<file path="src/verilog/rv32i_pkg.sv">
`default_nettype none

package rv32i_pkg;

    // base opcodes
    localparam logic [6:0] op_reg   = 7'b0110011;
    localparam logic [6:0] op_imm   = 7'b0010011;
    localparam logic [6:0] op_load  = 7'b0000011;
    localparam logic [6:0] op_store = 7'b0100011;
    localparam logic [6:0] op_br    = 7'b1100011;
    localparam logic [6:0] op_lui   = 7'b0110111;
    localparam logic [6:0] op_auipc = 7'b0010111;
    localparam logic [6:0] op_jal   = 7'b1101111;
    localparam logic [6:0] op_jalr  = 7'b1100111;

    // M extension, all under op_reg
    localparam logic [2:0] funct3_mul    = 3'b000;
    localparam logic [2:0] funct3_mulh   = 3'b001;
    localparam logic [2:0] funct3_mulhsu = 3'b010;
    localparam logic [2:0] funct3_mulhu  = 3'b011;
    localparam logic [2:0] funct3_div    = 3'b100;
    localparam logic [2:0] funct3_divu   = 3'b101;
    localparam logic [2:0] funct3_rem    = 3'b110;
    localparam logic [2:0] funct3_remu   = 3'b111;

    localparam logic [6:0] muldiv_funct7 = 7'b0000001;

    // one instruction word, seen as R-format or I-format
    typedef union packed {
        struct packed {
            logic [6:0] funct7;
            logic [4:0] rs2;
            logic [4:0] rs1;
            logic [2:0] funct3;
            logic [4:0] rd;
            logic [6:0] opcode;
        } r_view;
        struct packed {
            logic [11:0] imm12;   // overlaps funct7 and rs2
            logic [4:0]  rs1;
            logic [2:0]  funct3;
            logic [4:0]  rd;
            logic [6:0]  opcode;
        } i_view;
    } rv32_inst_u;

endpackage

`default_nettype wire

</file>
<file path="src/verilog/rename_pkg.sv">
`default_nettype none

package rename_pkg;

    // target reservation station
    typedef enum logic [1:0] {
        rs_alu = 2'b00,
        rs_mul = 2'b01,
        rs_div = 2'b10
    } rs_sel_e;

    // architectural register file
    localparam int arch_regs     = 32;
    localparam int arch_reg_bits = 5;   // log2 of arch_regs

endpackage

`default_nettype wire

</file>
<file path="src/verilog/free_list.sv">
`timescale 1ns/1ps
`default_nettype none

module free_list #(
    parameter int PHYS_REG_BITS = 6
) (
    input  wire logic                     clk,
    input  wire logic                     arst_n,
    input  wire logic                     alloc,         // pop, from rename
    input  wire logic                     retire_valid,  // push, from ROB retire
    input  wire logic [PHYS_REG_BITS-1:0] retire_pd,
    output logic      [PHYS_REG_BITS-1:0] free_pd,
    output logic                          fl_empty
);

    localparam int depth    = 1 << PHYS_REG_BITS;
    localparam int num_free = depth - rename_pkg::arch_regs;  // unmapped at reset

    logic [PHYS_REG_BITS-1:0] mem [depth];
    logic [PHYS_REG_BITS-1:0] head;
    logic [PHYS_REG_BITS-1:0] tail;
    logic [PHYS_REG_BITS:0]   count;

    assign free_pd  = mem[head];
    assign fl_empty = (count == '0);

    // reset seeds the unmapped registers in ascending order
    always_ff @(posedge clk or negedge arst_n) begin
        if (!arst_n) begin
            for (int i = 0; i < num_free; i++) begin
                mem[i] <= PHYS_REG_BITS'(rename_pkg::arch_regs + i);
            end
            head  <= '0;
            tail  <= PHYS_REG_BITS'(num_free);
            count <= (PHYS_REG_BITS + 1)'(num_free);
        end else begin
            if (alloc) begin
                head <= head + 1'b1;
            end
            if (retire_valid) begin
                mem[tail] <= retire_pd;
                tail      <= tail + 1'b1;  // wraps with the pointer width
            end
            case ({retire_valid, alloc})
                2'b10:   count <= count + 1'b1;
                2'b01:   count <= count - 1'b1;
                default: count <= count;   // idle, or push and pop together
            endcase
        end
    end

    // rename must see fl_empty before it pops
    a_no_pop_empty: assert property (@(posedge clk) disable iff (!arst_n)
        alloc |-> !fl_empty);

    // more retires than allocations would mean a register freed twice
    a_no_push_full: assert property (@(posedge clk) disable iff (!arst_n)
        retire_valid && !alloc |-> count != (PHYS_REG_BITS + 1)'(depth));

endmodule

`default_nettype wire

</file>
<file path="src/verilog/rat.sv">
`timescale 1ns/1ps
`default_nettype none

module rat #(
    parameter int PHYS_REG_BITS = 6
) (
    input  wire logic                                  clk,
    input  wire logic                                  arst_n,
    input  wire logic [rename_pkg::arch_reg_bits-1:0]  rs1,
    input  wire logic [rename_pkg::arch_reg_bits-1:0]  rs2,
    input  wire logic [rename_pkg::arch_reg_bits-1:0]  rd,
    input  wire logic                                  rename_we,
    input  wire logic [PHYS_REG_BITS-1:0]              rename_pd,
    input  wire logic                                  wb_valid,
    input  wire logic [PHYS_REG_BITS-1:0]              wb_pd,
    output logic      [PHYS_REG_BITS-1:0]              ps1,
    output logic      [PHYS_REG_BITS-1:0]              ps2,
    output logic      [PHYS_REG_BITS-1:0]              old_pd,
    output logic                                       ps1_ready,
    output logic                                       ps2_ready
);

    localparam int depth = 1 << PHYS_REG_BITS;

    logic [PHYS_REG_BITS-1:0] map_q [rename_pkg::arch_regs];
    logic [depth-1:0]         ready_q;  // one bit per physical register

    // x0 is pinned to physical 0 and always ready
    assign ps1       = (rs1 == '0) ? '0 : map_q[rs1];
    assign ps2       = (rs2 == '0) ? '0 : map_q[rs2];
    assign ps1_ready = (rs1 == '0) || ready_q[ps1];
    assign ps2_ready = (rs2 == '0) || ready_q[ps2];
    assign old_pd    = map_q[rd];  // previous owner, freed when this one retires

    always_ff @(posedge clk or negedge arst_n) begin
        if (!arst_n) begin
            for (int i = 0; i < rename_pkg::arch_regs; i++) begin
                map_q[i] <= PHYS_REG_BITS'(i);  // identity map
            end
            ready_q <= '1;
        end else begin
            if (wb_valid) begin
                ready_q[wb_pd] <= 1'b1;
            end
            // placed after the writeback so a rename of the same register wins
            if (rename_we) begin
                map_q[rd]          <= rename_pd;
                ready_q[rename_pd] <= 1'b0;
            end
        end
    end

    // rename logic filters out x0 destinations before asserting rename_we
    a_no_x0_rename: assert property (@(posedge clk) disable iff (!arst_n)
        rename_we |-> rd != '0);

endmodule

`default_nettype wire

</file>
<file path="src/verilog/rename_dispatch.sv">
`timescale 1ns/1ps
`default_nettype none

module rename_dispatch #(
    parameter int PHYS_REG_BITS = 6
) (
    input  wire logic                                 clk,
    input  wire logic                                 arst_n,
    input  wire logic [31:0]                          inst,
    input  wire logic                                 iq_empty,
    input  wire logic                                 rob_full,
    input  wire logic                                 rs_full_alu,
    input  wire logic                                 rs_full_mul,
    input  wire logic                                 rs_full_div,
    input  wire logic [PHYS_REG_BITS-1:0]             rob_tag,
    input  wire logic [PHYS_REG_BITS-1:0]             free_pd,
    input  wire logic                                 fl_empty,
    input  wire logic [PHYS_REG_BITS-1:0]             ps1,
    input  wire logic [PHYS_REG_BITS-1:0]             ps2,
    input  wire logic [PHYS_REG_BITS-1:0]             old_pd,
    input  wire logic                                 ps1_ready,
    input  wire logic                                 ps2_ready,
    output logic                                      dequeue,
    output logic                                      alloc,
    output logic      [rename_pkg::arch_reg_bits-1:0] rs1,
    output logic      [rename_pkg::arch_reg_bits-1:0] rs2,
    output logic      [rename_pkg::arch_reg_bits-1:0] rd,
    output logic                                      rename_we,
    output logic      [PHYS_REG_BITS-1:0]             rename_pd,
    output logic                                      disp_valid,
    output rename_pkg::rs_sel_e                       disp_rs_sel,
    output logic      [31:0]                          disp_inst,
    output logic      [rename_pkg::arch_reg_bits-1:0] disp_rd,
    output logic      [PHYS_REG_BITS-1:0]             disp_pd,
    output logic      [PHYS_REG_BITS-1:0]             disp_old_pd,
    output logic      [PHYS_REG_BITS-1:0]             disp_ps1,
    output logic      [PHYS_REG_BITS-1:0]             disp_ps2,
    output logic                                      disp_ps1_ready,
    output logic                                      disp_ps2_ready,
    output logic      [PHYS_REG_BITS-1:0]             disp_rob_tag,
    output logic                                      disp_writes_rd
);

    rv32i_pkg::rv32_inst_u inst_u;
    rename_pkg::rs_sel_e   rs_sel;
    logic                  is_muldiv;
    logic                  writes_rd;
    logic                  station_full;

    assign inst_u = inst;

    // sources and funct7 come from the R view, rd and opcode from the I view
    assign rs1 = inst_u.r_view.rs1;
    assign rs2 = inst_u.r_view.rs2;
    assign rd  = inst_u.i_view.rd;

    assign is_muldiv = (inst_u.i_view.opcode == rv32i_pkg::op_reg)
                    && (inst_u.r_view.funct7 == rv32i_pkg::muldiv_funct7);

    // funct3 msb splits mul* from div/rem
    always_comb begin
        rs_sel = rename_pkg::rs_alu;
        if (is_muldiv) begin
            if (inst_u.r_view.funct3 inside {rv32i_pkg::funct3_mul,
                                             rv32i_pkg::funct3_mulh,
                                             rv32i_pkg::funct3_mulhsu,
                                             rv32i_pkg::funct3_mulhu}) begin
                rs_sel = rename_pkg::rs_mul;
            end else begin
                rs_sel = rename_pkg::rs_div;
            end
        end
    end

    always_comb begin
        case (rs_sel)
            rename_pkg::rs_mul: station_full = rs_full_mul;
            rename_pkg::rs_div: station_full = rs_full_div;
            default:            station_full = rs_full_alu;
        endcase
    end

    // stores and branches have no rd field, x0 is discarded
    assign writes_rd = (inst_u.i_view.opcode != rv32i_pkg::op_store)
                    && (inst_u.i_view.opcode != rv32i_pkg::op_br)
                    && (inst_u.i_view.rd != '0);

    assign dequeue   = !iq_empty && !rob_full && !station_full && (!writes_rd || !fl_empty);
    assign alloc     = dequeue && writes_rd;
    assign rename_we = alloc;
    assign rename_pd = free_pd;

    always_ff @(posedge clk or negedge arst_n) begin
        if (!arst_n) begin
            disp_valid <= 1'b0;
        end else begin
            disp_valid <= dequeue;  // one-cycle strobe, no back-pressure
        end
    end

    // dispatch record, meaningful only with disp_valid
    always_ff @(posedge clk) begin
        if (dequeue) begin
            disp_rs_sel    <= rs_sel;
            disp_inst      <= inst;
            disp_rd        <= rd;
            disp_pd        <= writes_rd ? free_pd : '0;
            disp_old_pd    <= old_pd;
            disp_ps1       <= ps1;
            disp_ps2       <= ps2;
            disp_ps1_ready <= ps1_ready;
            disp_ps2_ready <= ps2_ready;
            disp_rob_tag   <= rob_tag;
            disp_writes_rd <= writes_rd;
        end
    end

    // p0 stays with x0, so the free list never hands it out
    a_no_alloc_p0: assert property (@(posedge clk) disable iff (!arst_n)
        alloc |-> free_pd != '0);

endmodule

`default_nettype wire

</file>
<file path="src/verilog/rename_top.sv">
`timescale 1ns/1ps
`default_nettype none

module rename_top #(
    parameter int PHYS_REG_BITS = 6   // more than 32 physical registers
) (
    input  wire logic                                 clk,
    input  wire logic                                 arst_n,
    input  wire logic [31:0]                          inst,
    input  wire logic                                 iq_empty,
    input  wire logic                                 rob_full,
    input  wire logic [PHYS_REG_BITS-1:0]             rob_tag,
    input  wire logic                                 rs_full_alu,
    input  wire logic                                 rs_full_mul,
    input  wire logic                                 rs_full_div,
    input  wire logic                                 retire_valid,
    input  wire logic [PHYS_REG_BITS-1:0]             retire_pd,
    input  wire logic                                 wb_valid,
    input  wire logic [PHYS_REG_BITS-1:0]             wb_pd,
    output logic                                      dequeue,
    output logic                                      disp_valid,
    output rename_pkg::rs_sel_e                       disp_rs_sel,
    output logic      [31:0]                          disp_inst,
    output logic      [rename_pkg::arch_reg_bits-1:0] disp_rd,
    output logic      [PHYS_REG_BITS-1:0]             disp_pd,
    output logic      [PHYS_REG_BITS-1:0]             disp_old_pd,
    output logic      [PHYS_REG_BITS-1:0]             disp_ps1,
    output logic      [PHYS_REG_BITS-1:0]             disp_ps2,
    output logic                                      disp_ps1_ready,
    output logic                                      disp_ps2_ready,
    output logic      [PHYS_REG_BITS-1:0]             disp_rob_tag,
    output logic                                      disp_writes_rd
);

    // rename <-> RAT
    logic [rename_pkg::arch_reg_bits-1:0] rs1;
    logic [rename_pkg::arch_reg_bits-1:0] rs2;
    logic [rename_pkg::arch_reg_bits-1:0] rd;
    logic                                 rename_we;
    logic [PHYS_REG_BITS-1:0]             rename_pd;
    logic [PHYS_REG_BITS-1:0]             ps1;
    logic [PHYS_REG_BITS-1:0]             ps2;
    logic [PHYS_REG_BITS-1:0]             old_pd;
    logic                                 ps1_ready;
    logic                                 ps2_ready;

    // rename <-> free list
    logic                                 alloc;
    logic [PHYS_REG_BITS-1:0]             free_pd;
    logic                                 fl_empty;

    free_list #(.PHYS_REG_BITS(PHYS_REG_BITS)) u_free_list (
        .clk, .arst_n, .alloc, .retire_valid, .retire_pd, .free_pd, .fl_empty
    );

    rat #(.PHYS_REG_BITS(PHYS_REG_BITS)) u_rat (
        .clk, .arst_n, .rs1, .rs2, .rd, .rename_we, .rename_pd, .wb_valid, .wb_pd,
        .ps1, .ps2, .old_pd, .ps1_ready, .ps2_ready
    );

    rename_dispatch #(.PHYS_REG_BITS(PHYS_REG_BITS)) u_rename_dispatch (
        .clk, .arst_n, .inst, .iq_empty, .rob_full, .rs_full_alu, .rs_full_mul, .rs_full_div,
        .rob_tag, .free_pd, .fl_empty, .ps1, .ps2, .old_pd, .ps1_ready, .ps2_ready,
        .dequeue, .alloc, .rs1, .rs2, .rd, .rename_we, .rename_pd,
        .disp_valid, .disp_rs_sel, .disp_inst, .disp_rd, .disp_pd, .disp_old_pd,
        .disp_ps1, .disp_ps2, .disp_ps1_ready, .disp_ps2_ready, .disp_rob_tag,
        .disp_writes_rd
    );

endmodule

`default_nettype wire

</file>
<file path="config.mk">
export PLATFORM = sky130hd
export DESIGN_NAME = rename_top
export DESIGN_NICKNAME = d
export VERILOG_FILES = /design/src/verilog/rv32i_pkg.sv /design/src/verilog/rename_pkg.sv /design/src/verilog/free_list.sv /design/src/verilog/rat.sv /design/src/verilog/rename_dispatch.sv /design/src/verilog/rename_top.sv
export SDC_FILE = /design/constraint.sdc
export NUM_CORES = 1
export LEC_CHECK = 0
export ABC_AREA = 1
export BUFFER_PORTS_ARGS = -buffer_cell sky130_fd_sc_hd__buf_4
export CELL_PAD_IN_SITES_DETAIL_PLACEMENT = 0
export CELL_PAD_IN_SITES_GLOBAL_PLACEMENT = 2
export CORE_ASPECT_RATIO = 1.75
export CORE_MARGIN = 4
export CORE_UTILIZATION = 25
export CTS_CLUSTER_SIZE = 20
export DETAILED_ROUTE_END_ITERATION = 6
export PLACE_DENSITY = 0.61
export SKIP_CTS_REPAIR_TIMING = 1
export SLEW_MARGIN = 20
export SYNTH_ARGS = -nofsm -noshare
export SYNTH_HDL_FRONTEND = slang
export SYNTH_SLANG_ARGS = --single-unit
</file>
<file path="constraint.sdc">
create_clock -name clk -period 5.2 [get_ports clk]
set_input_delay 0.52 -clock clk [delete_from_list [all_inputs] [get_ports clk]]
set_output_delay 0.52 -clock clk [all_outputs]
set_load 0.1 [all_outputs]
</file>
==> results by group, run 1 <==
Outcome
  • Status: complete, no violations

Worst setup path
  • Worst Setup Start Kind: register
  • R2R setup slack: around 1.3 ns
  • R2R Path End: u_rat.ready_q[24]$_DFF_PN1_
  • Setup CP Type: register to register
  • Crit path launch: u_free_list.head[0]$_DFFE_PN0N_
  • Data required, critical path: 5.77 ns
  • End of the critical path: u_rat.ready_q[24]$_DFF_PN1_
  • Crit path DAT: 4.49 ns
  • R2R depth: 11
  • Critical R2R Launch: u_free_list.head[0]$_DFFE_PN0N_
  • Crit. End Element: register
  • CP Max Fanout: 94

Finish
  • Nets: 4119
  • Fillers: ~15000
  • Share of layout cells above drive strength 1: 0.167
  • Layout area overhead: 15.8%
  • Final Non-Filler Cells: ~6000
  • Final Cell Area: between 40000 and 50000 um2

STA
  • Max Freq: around 250 MHz
  • Tmin final: 3.92 ns
  • Worst slew pin tran: approximately 1.2 ns
  • Worst hold slack: roughly 0.035 ns
  • Tcrit/Tclk final: 0.754
  • RSZ-0062 raised after global routing: no
  • Sum Neg Setup Slack: 0 ns
  • Final setup violation count: 0
  • Max Slew Vio Count: 0
  • Hold Violations, Final: 0
  • Worst rel slew slack: 0.225
  • Clock Skews: around 0.036 ns

Yosys
  • Synth Cell Area: 35900 um2
  • Syn Nets: approximately 4100
  • Top-area cell type share of the netlist area: 0.217
  • Synth warn: 0
  • Number of synthesized flops with an enable pin: between 200 and 300
  • Async SR Flop Fraction: 0.644
  • Post-synth top area cell: edfxtp_1
  • Seq/Total Area, Yosys: 0.553
  • Synth top area cells: edfxtp_1 22%, dfstp_2 19%, dfrtp_1 15%
  • Cell with the most instances after synthesis: nand2_1
  • Unique masters post-synth: 46
  • Post-synthesis register bit count: between 700 and 800
  • Post-Syn Area per Cell: 8.87 um2
  • Commonest cells post-synth: 772 x nand2_1, 574 x o21ai_0, 344 x nor2_1
  • Top FF cell, synth: edfxtp_1
  • Cells after Synth: between 4000 and 5000

Clock tree
  • TritonCTS clock tree: done
  • Clk Tree Root Cell: clkbuf_16
  • Max clock buf depth: 3
  • Clock tree sinks: 727
  • Clock latency on the worst-skew pair: between 0.6 and 0.7 ns
  • Num CTS Buffers: just over 80
  • Register clock-pin slew on the reported worst setup and hold paths: 0.07 ns
  • Htree depth: 3

Global route
  • GR Overflow Total: 0
  • Largest net degree at the start of global routing: roughly 110
  • Vias in the first global route: ~30000
  • Initial antenna violation count: 1
  • First-pass GRT wire length: between 200000 and 250000 um
  • All-Layer GR Usage: 0.191

Die
  • Full die area: 150000 um2
  • Core Rows: around 180
  • Initial Utilization: 0.252
  • I/O Pins: 133
  • Core area: 142000 um2
  • Die height: 509 um
  • Die X: 294 um

Route
  • First-pass DRT Iterations: 6
  • Vias: ~30000
  • Post-Route WL: 146000 um
  • DR DRC count: 0
  • Drt via density: roughly 5
  • Routed Antenna Nets: 0
  • Initial DRC Count: about 2300
  • Wire length per cell: between 20 and 25 um

Power
  • Pwr per Cell Area: 551 nW/um2
  • Max rail drop VDD: 0.615 mV
  • Leak pwr: ~15 nW

Place
  • IO Port Bufs: between 100 and 150
  • Placed insts: just under 6000
  • DP Area: between 30000 and 40000 um2
  • Final Wtd Congestion: 0.851
  • Hpwl dp: between 90000 and 100000 um

Hold path
  • Hold Path Class: input pin to register

Run
  • Max Cap Violations: 0
placed cells by master (no fill, tap or decap), types with 147 or more instances in the layout:
| cell type | Yosys | layout |
|---|---|---|
| a21oi_1 | 236 | 236 |
| nand2_1 | 772 | 771 |
| dfstp_2 | 258 | 258 |
| o21ai_0 | 574 | 574 |
| buf_4 | 36 | 208 |
| o21ai_1 | 147 | 147 |
| edfxtp_1 | 259 | 259 |
| nand3_1 | 282 | 282 |
| nor2_1 | 344 | 342 |
| dfrtp_1 | 210 | 208 |
| inv_1 | 165 | 164 |
worst min-delay path by stage:
stage                                 startpoint                                         to  slack (ns)  depth (start not counted)
finish                                   inst[1]   u_rename_dispatch.disp_inst[1]$_DFFE_PN_        0.03                          1
global route                            inst[30]  u_rename_dispatch.disp_inst[30]$_DFFE_PN_       0.002                          1
CTS                                       arst_n           u_free_list.mem[235]$_DFFE_PN0P_       -0.26                          1
detailed placement  u_rat.map_q[188]$_DFFE_PN0P_               u_rat.map_q[188]$_DFFE_PN0P_        0.42                          0
global placement    u_rat.map_q[190]$_DFFE_PN0P_               u_rat.map_q[190]$_DFFE_PN0P_        0.41                          0
floorplan                                 arst_n           u_free_list.count[0]$_DFFE_PN0P_        0.22                          0
power by group:
group	switching (mW)	internal (mW)
combinational	5.97	2.17
sequential	1.03	7.74
clock	2.62	3.35
total	9.63	13.3
logic make-up (layout without fill, tap and decap cells):
group	Yosys count	in the layout	synth area share
buf+inv	499	576	0.0610
flops	727	727	0.553
simple gates	1524	1524	0.181
xor+xnor	15	15	0.00366
compound gates	1273	1273	0.200
fa+ha+maj	5	5	0.00175
other cells	0	1	0
area by class of cell:
type	instances	area [um2]	area share
Clock buffer	97	2160	0.0520
Tap cell	1850	2310	0.0558
Inverter	187	711	0.0171
Multi-Input combinational cell	2817	13900	0.336
Clock inverter	51	534	0.0129
Timing Repair Buffer	241	2030	0.0488
Antenna cell	1	2.50	0.0000603
Sequential cell	727	19800	0.477
metrics by stage:
stage | util | total power, mW | worst slack (ns)
floorplan | - | 13.6 | 0.256
global placement | 0.271 | 17.2 | 1.07
detailed placement | 0.271 | 17.2 | 1.08
CTS | 0.290 | 23.3 | 1.19
global route | 0.291 | 24.3 | 0.998
finish | 0.291 | 22.9 | 1.28
state kept, by name, summed over array words and instances, names as in the netlist:
register	count
u_free_list.mem	384
u_rat.map_q	192
u_rat.ready_q	64
u_rename_dispatch.disp_inst	28
u_free_list.count	7
u_free_list.head	6
u_free_list.tail	6
u_rename_dispatch.disp_old_pd	6
u_rename_dispatch.disp_pd	6
u_rename_dispatch.disp_ps1	6
u_rename_dispatch.disp_ps2	6
u_rename_dispatch.disp_rob_tag	6
u_rename_dispatch.disp_rd	4
u_rename_dispatch.disp_rs_sel	2
u_rename_dispatch.disp_ps1_ready	1
u_rename_dispatch.disp_ps2_ready	1
u_rename_dispatch.disp_valid	1
u_rename_dispatch.disp_writes_rd	1
routing by layer:
metal | part of all wire | GRT usage | vias to the layer above | routed length, um
met3 | 0.035 | 0.0208 | 216 | 5060
met5 | 0 | 0 | - | 0
met1 | 0.37 | 0.210 | 14800 | 54500
li1 | - | - | 14200 | -
met2 | 0.55 | 0.372 | 771 | 80200
met4 | 0.040 | 0.0761 | 0 | 5770
worst max-delay path, stage by stage (launching register included):
cell	delay [ns]
dfrtp_4	0.69
inv_6	0.34
o21ai_0	0.29
o22ai_1	0.14
o211ai_1	0.25
nand4_1	0.32
nand3_1	0.28
nand2_2	0.25
nor2_1	0.22
nand2_1	0.10
nor2_1	0.69
a21oi_1	0.16
No activity file was read; power rests on OpenSTA's default activity.
==> inputs of run 2 (changes only) <==
- PLACE_DENSITY: 0.61 -> 0.63
- clock period: 5.2 -> 3.2 ns (I/O delays scaled with it)
==> results by group, run 2 (synthesis gave the netlist of run 1 again) <==
Power
  • Int Pwr: 23.1 mW (+74%)
  • Max rail drop VDD: 0.670 mV (+8.9%)
  • P_sw: 16.2 mW (+69%)
  • Leak pwr: 16.7 nW (+8.2%)
  • Pwr per Cell Area: 898 nW/um2 (+63%)
  • Clk pwr share: 0.246 (-0.015)
  • Combinational Power Share: 0.392 (+0.036)
  • Total power: 39.3 mW (+72%)
  • Sw Ratio: 0.413 (-0.00751)
  • Sequential fraction of design power: 0.362 (-0.021)

STA
  • Final setup violation count: 0 (unchanged)
  • Tmin final: between 3 and 4 ns
  • Worst rel slew slack: 0.217 (-0.00799)
  • Worst slew pin tran: 1.14 ns (-0.0133 ns)
  • Tcrit/Tclk final: 0.944
  • Sum Neg Setup Slack: 0 ns (unchanged)
  • Clock Skews: 0.0397 ns (+0.00406 ns)
  • RSZ-0062 raised after global routing: no
  • Worst hold slack: 0.0392 ns (+0.00427 ns)
  • Hold Violations, Final: 0 (unchanged)
  • Max Slew Vio Count: 0 (unchanged)
  • Max Freq: around 330 MHz

Worst setup path
  • Data required, critical path: 2.88 ns (-2.89 ns)
  • Crit path DAT: 2.70 ns (-1.79 ns)
  • CP Max Fanout: 69 (-27%)
  • Worst Setup Start Kind: input pin
  • R2R setup slack: 0.18 ns (-1.10 ns)
  • Crit-path most repeated cell: buf_4
  • CP Cell Sequence: buf_4 -> dlygate4sd3_1 -> buf_4 -> inv_1 -> nand2_1 -> o22ai_4 -> inv_2 -> nand3_2 -> nand3_2 -> nor2_4 -> buf_6 -> buf_4
  • Slowest stage delay, CP: 0.55 ns (-0.14 ns)
  • CP max-delay cell: dlygate4sd3_1
  • Crit. End Element: output pin
  • Setup CP Type: input pin to output pin

Die
  • Core Rows: 183 (unchanged)
  • Die X: 294 um (unchanged)
  • I/O Pins: 133 (unchanged)
  • Die height: 509 um (unchanged)
  • Full die area: 150000 um2 (unchanged)
  • Core area: 142000 um2 (unchanged)
  • Initial Utilization: 0.252 (unchanged)

Place
  • DP Area: 40700 um2 (+5.3%)
  • IO Port Bufs: 132 (unchanged)
  • Hpwl dp: 106000 um (+7.1%)
  • Final Wtd Congestion: 0.854 (+0.36%)

Clock tree
  • Num CTS Buffers: 78 (-3.7%)
  • Register clock-pin slew on the reported worst setup and hold paths: 0.06 ns (about the same)
  • TritonCTS clock tree: done
  • Max clock buf depth: 3 (unchanged)
  • Clock tree sinks: 727 (unchanged)
  • Clk Tree Root Cell: clkbuf_16
  • Clock latency on the worst-skew pair: 0.70 ns (about the same)
  • Htree depth: 3 (unchanged)

Route
  • Post-Route WL: 148000 um (+2.0%)
  • Wire length per cell: 24.0 um (-1.6%)
  • Drt via density: 4.99 (-0.70%)
  • First-pass DRT Iterations: 6 (unchanged)
  • Routed Antenna Nets: 0 (unchanged)
  • Initial DRC Count: 2305 (-0.77%)
  • Vias: 30900 (+2.9%)
  • DR DRC count: 0 (unchanged)

Finish
  • Commonest non-fill, non-tap cells in the layout: 763 x nand2_1, 574 x o21ai_0, 371 x buf_4, 335 x nor2_1, 279 x nand3_1
  • Multi-input gate area: 14000 um2 (+0.57%)
  • Max FFs per register: 384 (unchanged)
  • Layout area overhead: 22.0%
  • Share of layout cells above drive strength 1: 0.206 (+0.0393)
  • Nets: 4337 (+5.3%)
  • Registers with the most flip-flops: u_free_list.mem: 384 flops, u_rat.map_q: 192 flops, u_rat.ready_q: 64 flops
  • Commonest non-fill, non-tap cell in the layout: nand2_1
  • Register area: 19800 um2 (unchanged)
  • Register name with the most flops: u_free_list.mem
  • Final Cell Area: 43700 um2 (+5.4%)
  • Fillers: 15200 (+0.34%)

Global route
  • Largest net degree at the start of global routing: 166 (+50%)
  • All-Layer GR Usage: 0.195 (+0.00351)
  • First-pass GRT wire length: 217000 um (+2.3%)
  • GR Overflow Total: 0 (unchanged)
  • Initial antenna violation count: 2 (+1)
  • Vias in the first global route: 31300 (+4.2%)

Run
  • Max Cap Violations: 0 (unchanged)

Outcome
  • Status: complete, no violations

Hold path
  • Hold Path Class: input pin to register
## run 2: power by group through the flow
stage          logic (mW)  registers, mW  clock network [mW]
2_1_floorplan        8.18           14.1                   0
3_3_place_gp         15.5           14.3                   0
3_5_place_dp         15.6           14.3                   0
4_1_cts              15.6           14.2                10.0
5_1_grt              16.8           14.5                10.3
6_report             15.4           14.2                9.68
## run 2: final cells by class
class / count / share of cell area
Tap cell: 1850 / 0.0529
Inverter: 187 / 0.0162
Multi-Input combinational cell: 2817 / 0.321
Timing Repair Buffer: 462 / 0.0965
Clock inverter: 39 / 0.0109
Clock buffer: 106 / 0.0498
Antenna cell: 1 / 0.0000572
Sequential cell: 727 / 0.453
## run 2: per-stage QoR
| step | setup slack, ns | cells | utilization |
|---|---|---|---|
| floorplan | -1.14 | 4043 | - |
| global placement | 0.0386 | 6004 | 0.285 |
| detailed placement | 0.0293 | 6004 | 0.285 |
| CTS | 0.0161 | 6149 | 0.304 |
| global route | 0.00364 | 6189 | 0.307 |
| finish | 0.178 | 6189 | 0.307 |
## run 2: per-layer routing
layer	track usage	routed length [um]
met1	0.201	52600
met2	0.383	82900
met3	0.0204	4640
met4	0.102	8310
met5	0	13
## run 2: critical path: cells and delay by family
kind / cells / cell delay, ns
and+or+nand+nor: 4 / 0.37
AOI/OAI and AO/OA: 1 / 0.18
buffers and inverters: 7 / 1.79
## run 2: path summary, 6_finish.rpt
check,start,end,cells past startpoint
min in group asynchronous,arst_n,u_free_list.tail[2]$_DFFE_PN0P_,2
worst max register to register,u_free_list.head[0]$_DFFE_PN0N_,u_rat.ready_q[45]$_DFF_PN1_,14
max in group asynchronous,arst_n,u_rat.map_q[112]$_DFFE_PN0P_,4
worst min-delay path,wb_pd[0],u_rat.ready_q[61]$_DFF_PN1_,3
worst max-delay path,inst[4],dequeue,12
worst min register to register,u_rat.map_q[188]$_DFFE_PN0P_,u_rat.map_q[188]$_DFFE_PN0P_,0
==> inputs of run 3 (changes only) <==
- ABC_AREA: 1 -> not set
- CTS_BUF_LIST: not set -> sky130_fd_sc_hd__clkbuf_4
- PLACE_DENSITY: 0.63 -> 0.56
==> results by group, run 3 <==
Outcome
  • Status: finished with violations
  • Failing checks: design-rule violations, negative setup slack

Clock tree
  • Num CTS Buffers: 188 (+140%)
  • Register clock-pin slew on the reported worst setup and hold paths: 0.07 ns (about the same)
  • Htree depth: 4 (+1)
  • TritonCTS clock tree: done
  • Max clock buf depth: 3 (unchanged)
  • Clk Tree Root Cell: clkbuf_4
  • Clock tree sinks: 727 (unchanged)
  • Clock latency on the worst-skew pair: 1.14 ns (+0.44 ns)

STA
  • Max Slew Vio Count: 0 (unchanged)
  • Clock Skews: 0.0803 ns (+0.0406 ns)
  • Final setup violation count: 141 (+141)
  • Worst hold slack: 0.117 ns (+0.0775 ns)
  • Tmin final: 3.32 ns (+0.296 ns)
  • Max Freq: 301 MHz (-8.9%)
  • Worst slew pin tran: 1.13 ns (-0.0133 ns)
  • Hold Violations, Final: 0 (unchanged)
  • Sum Neg Setup Slack: -6.67 ns (-6.67 ns)
  • RSZ-0062 raised after global routing: yes
  • Worst rel slew slack: 0.243 (+0.0261)
  • Post-route setup slack: -0.118 ns (-0.296 ns)
  • Tcrit/Tclk final: 1.04 (+0.0924)

Finish
  • Commonest non-fill, non-tap cells in the layout: 383 x mux2_2, 356 x buf_4, 274 x clkbuf_4, 266 x mux4_2, 259 x edfxtp_1
  • Layout area overhead: 27.8%
  • Nets: 2942 (-32%)
  • Share of layout cells above drive strength 1: 0.580 (+0.374)
  • Fillers: 14100 (-7.4%)
  • Register area: 19800 um2 (about the same)
  • Multi-input gate area: 15500 um2 (+11%)
  • Register name with the most flops: u_free_list.mem
  • Max FFs per register: 384 (unchanged)
  • Final Non-Filler Cells: 4886 (-21%)
  • Commonest non-fill, non-tap cell in the layout: mux2_2
  • Final core occ: 0.321 (+0.0137)
  • Final Cell Area: 45500 um2 (+4.1%)
  • Registers with the most flip-flops: u_free_list.mem: 384 flops, u_rat.map_q: 192 flops, u_rat.ready_q: 64 flops

Die
  • Die X: 293 um (-0.27%)
  • Die height: 508 um (-0.28%)
  • Initial Utilization: 0.251 (-0.000598)
  • I/O Pins: 133 (unchanged)
  • Core area: 142000 um2 (-0.32%)
  • Full die area: 149000 um2 (-0.55%)
  • Core Rows: 183 (unchanged)

Route
  • Initial DRC Count: 1294 (-44%)
  • Vias: 23700 (-23%)
  • Wire length per cell: 25.4 um (+6.1%)
  • Post-Route WL: 124000 um (-16%)
  • Routed Antenna Nets: 0 (unchanged)
  • Drt via density: 4.85 (-2.9%)
  • First-pass DRT Iterations: 7 (+1)
  • DR DRC count: 4 (+4)

Worst setup path
  • Slowest stage delay, CP: 0.59 ns (+0.04 ns)
  • R2R setup slack: -0.12 ns (-0.30 ns)
  • CP Buf/Inv Count: 4 (-3)
  • Top delay family on crit path: multiplexers
  • CP max-delay cell: mux4_2
  • R2R Path End: u_rat.ready_q[5]$_DFF_PN1_
  • CP Max Fanout: 18 (-74%)
  • Data required, critical path: 4.21 ns (+1.33 ns)
  • R2R depth: 9 (-5)
  • Critical R2R Launch: u_free_list.head[0]$_DFFE_PN0N_
  • Crit path DAT: 4.33 ns (+1.63 ns)
  • Setup CP Type: register to register
  • Crit. End Element: register
  • Worst Setup Start Kind: register
  • CP Cell Sequence: buf_12 -> buf_12 -> mux4_2 -> mux4_2 -> mux4_2 -> buf_12 -> nor3_4 -> buf_6 -> a21oi_1

Hold path
  • Hold Path Class: input pin to register
  • Hold endpoint: u_rename_dispatch.disp_inst[11]$_DFFE_PN_
  • Worst hold start: inst[11]
  • Hold depth: 3 (unchanged)

Yosys
  • Syn Nets: 2383 (-42%)
  • Synth warn: 0 (unchanged)
  • Unique masters post-synth: 71 (+54%)
  • Synth top area cells: edfxtp_1 22%, dfstp_2 19%, mux4_2 17%
  • Commonest cells post-synth: 400 x mux2_2, 266 x mux4_2, 259 x edfxtp_1
  • Cells after Synth: 2319 (-43%)
  • Post-synth top area cell: edfxtp_1
  • Synth Cell Area: 35700 um2 (-0.56%)
  • Number of synthesized flops with an enable pin: 259 (unchanged)
  • Post-Syn Area per Cell: 15.4 um2 (+73%)
  • Cell with the most instances after synthesis: mux2_2
  • Async SR Flop Fraction: 0.644 (unchanged)
  • Seq/Total Area, Yosys: 0.556 (+0.00310)
  • Top FF cell, synth: edfxtp_1
  • Top-area cell type share of the netlist area: 0.218 (+0.00122)
  • Post-synthesis register bit count: 727 (unchanged)

Global route
  • Initial antenna violation count: 3 (+1)
  • First-pass GRT wire length: 177000 um (-19%)
  • All-Layer GR Usage: 0.162 (-0.0325)
  • Largest net degree at the start of global routing: 139 (-16%)
  • Vias in the first global route: 25600 (-18%)
  • GR Overflow Total: 0 (unchanged)

Power
  • Pwr per Cell Area: 836 nW/um2 (-6.9%)
  • Total power: 38.1 mW (-3.1%)
  • Leak pwr: 17.9 nW (+7.1%)
  • Max rail drop VDD: 0.503 mV (-25%)

Place
  • DP Area: 41400 um2 (+1.8%)
  • Setup Slack @ Placement: -0.631 ns (-0.660 ns)
  • Final Wtd Congestion: 0.857 (+0.28%)
  • Placed insts: 4418 (-26%)
  • IO Port Bufs: 132 (unchanged)
  • Hpwl dp: 88900 um (-16%)

Run
  • Max Cap Violations: 0 (unchanged)
## run 3: cell types whose count changed after synthesis, moves of 73 or more
cell / before / now
nor2_1: 344 / 122
o21ai_1: 147 / 0
mux2i_1: 0 / 93
mux2_2: 0 / 400
nand3_1: 282 / 20
nand2_1: 772 / 85
mux4_2: 0 / 266
o21ai_0: 574 / 15
inv_1: 165 / 15
clkbuf_1: 162 / 89
a21oi_1: 236 / 144
## run 3: metal layers
metal | global-route usage | part of all wire | up-vias
met5 | 0 | 0.000056 | -
met4 | 0.0838 | 0.057 | 2
met3 | 0.0288 | 0.037 | 257
met2 | 0.317 | 0.56 | 696
met1 | 0.163 | 0.34 | 12500
li1 | - | - | 10200
## run 3: how the worst max path moves through the flow
stage                                           from                                          to  slack, ns  cells after the start
floorplan                                   inst[11]            u_free_list.count[6]$_DFFE_PN0P_      -3.21                     18
finish               u_free_list.head[0]$_DFFE_PN0N_                  u_rat.ready_q[5]$_DFF_PN1_      -0.12                      9
global placement                            inst[21]  u_rename_dispatch.disp_ps2_ready$_DFFE_PN_      -0.67                     13
detailed placement                          inst[21]  u_rename_dispatch.disp_ps2_ready$_DFFE_PN_      -0.63                     13
CTS                 u_free_list.count[5]$_DFFE_PN1P_                                     dequeue      -0.57                      6
global route         u_free_list.head[0]$_DFFE_PN0N_                 u_rat.ready_q[37]$_DFF_PN1_      -0.21                      9
## run 3: power by group
group | total, mW | internal, mW | switching, mW
Clock | 8.56 | 4.45 | 4.11
Combinational | 15.3 | 7.44 | 7.90
Sequential | 14.2 | 12.6 | 1.61
## run 3: final cells by class
type                            instances  share of cell area
Multi-Input combinational cell       1404               0.340
Tap cell                             1850              0.0508
Sequential cell                       727               0.435
Antenna cell                            4            0.000220
Clock buffer                          274              0.0452
Clock inverter                         70              0.0106
Inverter                               20             0.00173
Timing Repair Buffer                  537               0.116
## run 3: logic make-up (layout without fill, tap and decap cells)
group,count (synthesis),after routing,synth area share
muxes,759,759,0.320
DFF,727,727,0.556
and+or+nand+nor,375,375,0.0525
AOI/OAI and AO/OA,245,245,0.0410
buffers and inverters,188,901,0.0237
xor gates and xnor gates,20,20,0.00491
adders and majority gates,5,5,0.00175
other,0,4,0
## run 3: tightest hold or removal path: stages
cell	delay, ns
dlygate4sd3_1	0.53
buf_4	0.11
buf_4	0.17
